<file path="src/hdl/l2_data_pkg.sv">
`default_nettype none

package l2_data_pkg;

  // --------------------------------------------------
  // widths and sizes
  // --------------------------------------------------
  localparam int DATA_W    = 128;
  localparam int IDX_W     = 7;
  localparam int RAM_DEPTH = 128;
  localparam int NUM_BANKS = 2;
  localparam int BANK_W    = $clog2(NUM_BANKS);

  // half-line payload
  typedef logic [DATA_W-1:0] data_t;
  // {set, way} in [6:1], half-line offset in [0]
  typedef logic [IDX_W-1:0]  set_way_off_t;
  typedef logic [1:0]        chan_t;
  typedef logic [2:0]        rob_t;
  typedef logic [7:0]        wbuf_id_t;
  typedef logic [2:0]        opcode_t;
  typedef logic [1:0]        line_state_t;
  typedef logic [BANK_W-1:0] bank_t;

  // --------------------------------------------------
  // request opcodes
  // --------------------------------------------------
  localparam opcode_t OP_WRITE         = 3'd0;
  localparam opcode_t OP_READ          = 3'd1;
  localparam opcode_t OP_READ_LINEFILL = 3'd2;

  // per-offset line state
  localparam line_state_t LS_EMPTY = 2'd0;
  localparam line_state_t LS_DIRTY = 2'd1;
  localparam line_state_t LS_SYNC  = 2'd2;

endpackage

`default_nettype wire

</file>
<file path="src/hdl/xbar_rsp_if.sv">
`default_nettype none

// one bank's response toward the crossbar
interface xbar_rsp_if
  import l2_data_pkg::*;
();

  logic  valid;
  logic  ready;
  chan_t channel;
  rob_t  rob;
  data_t data;

  // payload holds while valid and not ready
  modport bank (
    output valid,
    output channel,
    output rob,
    output data,
    input  ready
  );

  modport arb (
    input  valid,
    input  channel,
    input  rob,
    input  data,
    output ready
  );

endinterface

`default_nettype wire

</file>
<file path="src/hdl/xbar_rsp_arbiter.sv">
`default_nettype none

module xbar_rsp_arbiter
  import l2_data_pkg::*;
(
  input  wire      clk_i,
  input  wire      rst_i,
  xbar_rsp_if.arb  bank0,
  xbar_rsp_if.arb  bank1,
  output logic     xbar_valid_o,
  input  wire      xbar_ready_i,
  output bank_t    xbar_bank_o,
  output chan_t    xbar_channel_o,
  output rob_t     xbar_rob_o,
  output data_t    xbar_data_o
);

  // bank that wins a tie next time
  bank_t prio_q;
  logic  lock_q;
  bank_t lock_bank_q;
  bank_t grant;

  // --------------------------------------------------
  // grant select
  // --------------------------------------------------
  always_comb begin
    if (lock_q) begin
      grant = lock_bank_q;
    end else if (bank0.valid && bank1.valid) begin
      grant = prio_q;
    end else if (bank1.valid) begin
      grant = bank_t'(1);
    end else begin
      grant = bank_t'(0);
    end
  end

  // output mux
  assign xbar_valid_o   = (grant == bank_t'(1)) ? bank1.valid   : bank0.valid;
  assign xbar_channel_o = (grant == bank_t'(1)) ? bank1.channel : bank0.channel;
  assign xbar_rob_o     = (grant == bank_t'(1)) ? bank1.rob     : bank0.rob;
  assign xbar_data_o    = (grant == bank_t'(1)) ? bank1.data    : bank0.data;
  assign xbar_bank_o    = grant;

  // only the granted bank sees ready
  assign bank0.ready = xbar_ready_i & (grant == bank_t'(0));
  assign bank1.ready = xbar_ready_i & (grant == bank_t'(1));

  // --------------------------------------------------
  // lock under back-pressure, rotate on accept
  // --------------------------------------------------
  always_ff @(posedge clk_i or posedge rst_i) begin
    if (rst_i) begin
      prio_q      <= bank_t'(0);
      lock_q      <= 1'b0;
      lock_bank_q <= bank_t'(0);
    end else if (xbar_valid_o && !xbar_ready_i) begin
      lock_q      <= 1'b1;
      lock_bank_q <= grant;
    end else if (xbar_valid_o) begin
      lock_q <= 1'b0;
      prio_q <= ~grant;
    end
  end

endmodule

`default_nettype wire

</file>
<file path="src/flat_wrapper.sv">
// flat-port wrapper written by rule: the top's interface ports become plain ports
module xbar_rsp_arbiter_flat import l2_data_pkg::*;
  (clk_i, rst_i, xbar_valid_o, xbar_ready_i, xbar_bank_o, xbar_channel_o, xbar_rob_o, xbar_data_o, bank0_valid, bank0_channel, bank0_rob, bank0_data, bank0_ready, bank1_valid, bank1_channel, bank1_rob, bank1_data, bank1_ready);
  xbar_rsp_if bank0_i ();
  xbar_rsp_if bank1_i ();
  input  wire clk_i;
  input  wire rst_i;
  output logic xbar_valid_o;
  input  wire xbar_ready_i;
  output bank_t xbar_bank_o;
  output chan_t xbar_channel_o;
  output rob_t xbar_rob_o;
  output data_t xbar_data_o;
  input wire logic [$bits(bank0_i.valid)-1:0] bank0_valid;
  input wire logic [$bits(bank0_i.channel)-1:0] bank0_channel;
  input wire logic [$bits(bank0_i.rob)-1:0] bank0_rob;
  input wire logic [$bits(bank0_i.data)-1:0] bank0_data;
  output wire logic [$bits(bank0_i.ready)-1:0] bank0_ready;
  input wire logic [$bits(bank1_i.valid)-1:0] bank1_valid;
  input wire logic [$bits(bank1_i.channel)-1:0] bank1_channel;
  input wire logic [$bits(bank1_i.rob)-1:0] bank1_rob;
  input wire logic [$bits(bank1_i.data)-1:0] bank1_data;
  output wire logic [$bits(bank1_i.ready)-1:0] bank1_ready;
  assign bank0_i.valid = bank0_valid;
  assign bank0_i.channel = bank0_channel;
  assign bank0_i.rob = bank0_rob;
  assign bank0_i.data = bank0_data;
  assign bank0_ready = bank0_i.ready;
  assign bank1_i.valid = bank1_valid;
  assign bank1_i.channel = bank1_channel;
  assign bank1_i.rob = bank1_rob;
  assign bank1_i.data = bank1_data;
  assign bank1_ready = bank1_i.ready;
  xbar_rsp_arbiter u_core (.clk_i(clk_i), .rst_i(rst_i), .bank0(bank0_i), .bank1(bank1_i), .xbar_valid_o(xbar_valid_o), .xbar_ready_i(xbar_ready_i), .xbar_bank_o(xbar_bank_o), .xbar_channel_o(xbar_channel_o), .xbar_rob_o(xbar_rob_o), .xbar_data_o(xbar_data_o));
endmodule
</file>
<file path="config.mk">
export PLATFORM = sky130hd
export DESIGN_NAME = xbar_rsp_arbiter_flat
export DESIGN_NICKNAME = d
export VERILOG_FILES = /design/src/hdl/l2_data_pkg.sv /design/src/hdl/xbar_rsp_if.sv /design/src/hdl/xbar_rsp_arbiter.sv /design/src/flat_wrapper.sv
export SDC_FILE = /design/constraint.sdc
export NUM_CORES = 1
export LEC_CHECK = 0
export ABC_CLOCK_PERIOD_IN_PS = 1330
export BUFFER_PORTS_ARGS = -buffer_cell sky130_fd_sc_hd__buf_4
export CAP_MARGIN = 20
export CORE_AREA = 2 2 160 162
export CTS_CLUSTER_SIZE = 10
export DETAILED_ROUTE_END_ITERATION = 6
export DIE_AREA = 0 0 162 164
export SLEW_MARGIN = 20
export SYNTH_ARGS = -nofsm -noshare
export SYNTH_HDL_FRONTEND = slang
export SYNTH_SLANG_ARGS = --single-unit
export TNS_END_PERCENT = 30
</file>
<file path="constraint.sdc">
create_clock -name clk_i -period 1.33 [get_ports clk_i]
set_input_delay 0.0665 -clock clk_i [delete_from_list [all_inputs] [get_ports clk_i]]
set_output_delay 0.0665 -clock clk_i [all_outputs]
set_load 0.02 [all_outputs]
</file>
==> flow_summary.yaml <==
outcome:
  outcome: "complete, but fails checks"
  violations: "setup timing"
synthesis:
  ys_seq_area_frac: 0.0386
  synth-warning-count: 0
  synth_edf_count: 0
  synth_top_area_frac: 0.556
  syn_inst: 173
  postSynthAreaPerCell_um2: 11.2
  yosys.area.top_type: "mux2_2"
  netlist_top_cells_area: "mux2_2 (56%), mux2_4 (29%), dfrtp_1 (3.9%), buf_2 (2.3%), buf_8 (2.3%)"
  synthFlopType: "dfrtp_1"
  syn_nets: 444
  ys_ff_latch: 3
  synth_area_um2: 1940
  synth_cell_types: 18
  async_flop_share: 1.00
flow_run:
  cap_violations: 0
detailed_routing:
  wl_mm: 13.9
  via_per_inst: 3.38
  drc: 0
  wl_per_cell_um: 15.0
  dr.pass1.iters: 4
  vias: 3129
  dr.first_iter.drc_count: 47
  ant_nets: 0
setup_path:
  r2r-start: "u_core.lock_bank_q"
  endpoint: "xbar_data_o[8]"
  path_class: "flip-flop to output pin"
  slowest_stage: "dfrtp_1"
  reg2regPathDepth: 4
  crit_path_start: "u_core.lock_q"
  crit_path_max_incr_delay_ps: 360
  worstSetupEndpointType: "output pin"
  r2r_setup_slack_ps: 330
  arrival_ps: 1830
  r2r-end: "u_core.lock_q"
  crit_required_ps: 1260
  crit_fanout: 24
  crit_path_frequent_cell: "buf_12"
  cp-start-kind: "flip-flop"
  cp_cell_sequence: "nand2b_4 > o21ai_4 > buf_12 > buf_12 > mux2_2 > buf_4"
sta:
  tightestPinTransition_ps: 211
  skew_ps: 3.17
  period_needed_ps: 1890
  hold_viol: 0
  whs_ps: 99.1
  timing.slew.headroom: 0.858
  layout_setup_ws_ps: -563
  fmax_mhz: 528
  tns_ps: -66870
  slew_violations: 0
  rsz0062_at_grt: "yes"
  finalSetupViolCount: 137
  min_period_over_period: 1.42
clocking:
  cts_tree: "built"
  clk_pin_slew_ps: 30
  clock_path_buffers: 2
  clock-root-buffer: "clkbuf_16"
  clock_sinks: 3
  cts_buffers: 3
  htree_levels: 1
  insertion_delay_ps: 220
pwr:
  power.density_nw_per_um2: 1270
  leakage_uw: 0.00296
  max-vdd-ir-drop_mv: 0.513
  p_total_uw: 7280
hold_path:
  hold_class: "input port to flip-flop"
grt:
  grt_pass1_vias: 3063
  grt_max_degree: 25
  grt_antenna_before_repair: 0
  track_usage: 0.0903
  grt_pass1_wl_mm: 18.1
  grt.overflow.total: 0
cells_and_area:
  fin_nets: 867
  antenna_cells: 0
  fill_cells: 2716
  drive_gt1_frac: 0.961
  finish.instance_area_um2: 5730
  areaGrowthSynthToFinish_pct: 195
place:
  placed_cell_area_um2: 5540
  numPortBuffers: 407
  gp_congestion: 0.761
  dp.final_hpwl_mm: 12.7
  dp_slack_ps: -377
floorplan:
  initial_core_util: 0.0783
  pin_count: 408
  placement_rows: 58
  die_area_um2: 26600
  design.core.area_um2: 24800
  die_h_um: 164
  die_w_um: 162
[what timing repair did]
item	CTS	global route
pin swaps	0	1
hold buffers	1	0
endpoints found under the setup margin	136	137
gates resized for setup	25	1
setup buffers	0	0
endpoints found under the hold margin	3	0
[flip-flops by register name, indices dropped and copies added (netlist names)]
register / count
u_core.prio_q: 1
u_core.lock_q: 1
u_core.lock_bank_q: 1
[area by class of cell]
class	count	area (µm²)	area share
clock buffers	4	78.8	0.0138
flip-flops and latches	3	75.1	0.0131
repair buffers	433	3340	0.584
inverters	2	7.51	0.00131
well taps	330	413	0.0721
multi-input cells	153	1810	0.316
[layer usage]
metal	track usage	wire length, µm	up-vias	share of wire
li1	-	-	1497	-
met1	0.101	4940	1382	0.36
met2	0.176	7350	248	0.53
met3	0.0247	1550	2	0.11
met4	0.00845	27	0	0.0019
met5	0	0	-	0
[critical path: cells and delay by family (launching register included)]
family,cells,cell delay [ps]
flops,1,360
compound gates,1,130
buf+inv,3,570
mux,1,360
simple gates,1,140
[cells in the mapped netlist, types with 2 or more instances]
cell,number
a21oi_1,4
buf_2,9
buf_6,3
buf_8,3
dfrtp_1,3
inv_1,2
mux2_2,96
mux2_4,37
nand2_1,4
nor2_1,3
nor3_1,2
[report_power, final]
group | leakage (µW) | internal (µW) | switching (µW) | total (µW)
sequential | 0.0000347 | 125 | 26.3 | 152
clock | 0.0000382 | 396 | 82.5 | 478
combinational | 0.00289 | 3580 | 3070 | 6650
[cell usage in the layout (no fill, tap or decap)]
| master | instances |
|---|---|
| buf_6 | 11 |
| a21oi_1 | 4 |
| nand2b_4 | 1 |
| buf_4 | 417 |
| mux2_2 | 85 |
| mux2_4 | 48 |
| nor2b_1 | 1 |
| clkbuf_1 | 1 |
| dlygate4sd3_1 | 1 |
| nand2_1 | 3 |
| nor2_1 | 3 |
| o21ai_4 | 1 |
| o21ai_0 | 1 |
| nand2_4 | 1 |
| nor3_1 | 2 |
| inv_1 | 2 |
| dfrtp_1 | 3 |
| buf_12 | 4 |
| mux2i_2 | 1 |
| a31oi_1 | 1 |
| and2_1 | 1 |
| clkbuf_16 | 3 |
[metrics by stage]
stage / util / instances
after floorplan: - / 173
after global placement: 0.223 / 920
after detailed placement: 0.223 / 920
after CTS: 0.231 / 925
after global routing: 0.231 / 925
final: 0.231 / 925
[how the worst min path moves through the flow]
stage / end / cells past startpoint / start / slack, ps
6_report: u_core.lock_q / 2 / xbar_ready_i / 100
5_1_grt: u_core.lock_q / 2 / xbar_ready_i / 120
4_1_cts: u_core.lock_q / 2 / xbar_ready_i / 100
3_5_place_dp: u_core.lock_bank_q / 2 / rst_i / -50
3_3_place_gp: u_core.lock_bank_q / 2 / rst_i / -50
2_1_floorplan: u_core.lock_bank_q / 1 / rst_i / -180
[kinds of logic (layout without fill, tap and decap cells)]
kind of cell    Yosys count  in the layout  synth area share
mux                     134            134             0.847
buf+inv                  17            439            0.0676
flops                     3              3            0.0386
simple gates             12             12            0.0283
compound gates            7              7            0.0187
Power figures use the tool's default switching activity.
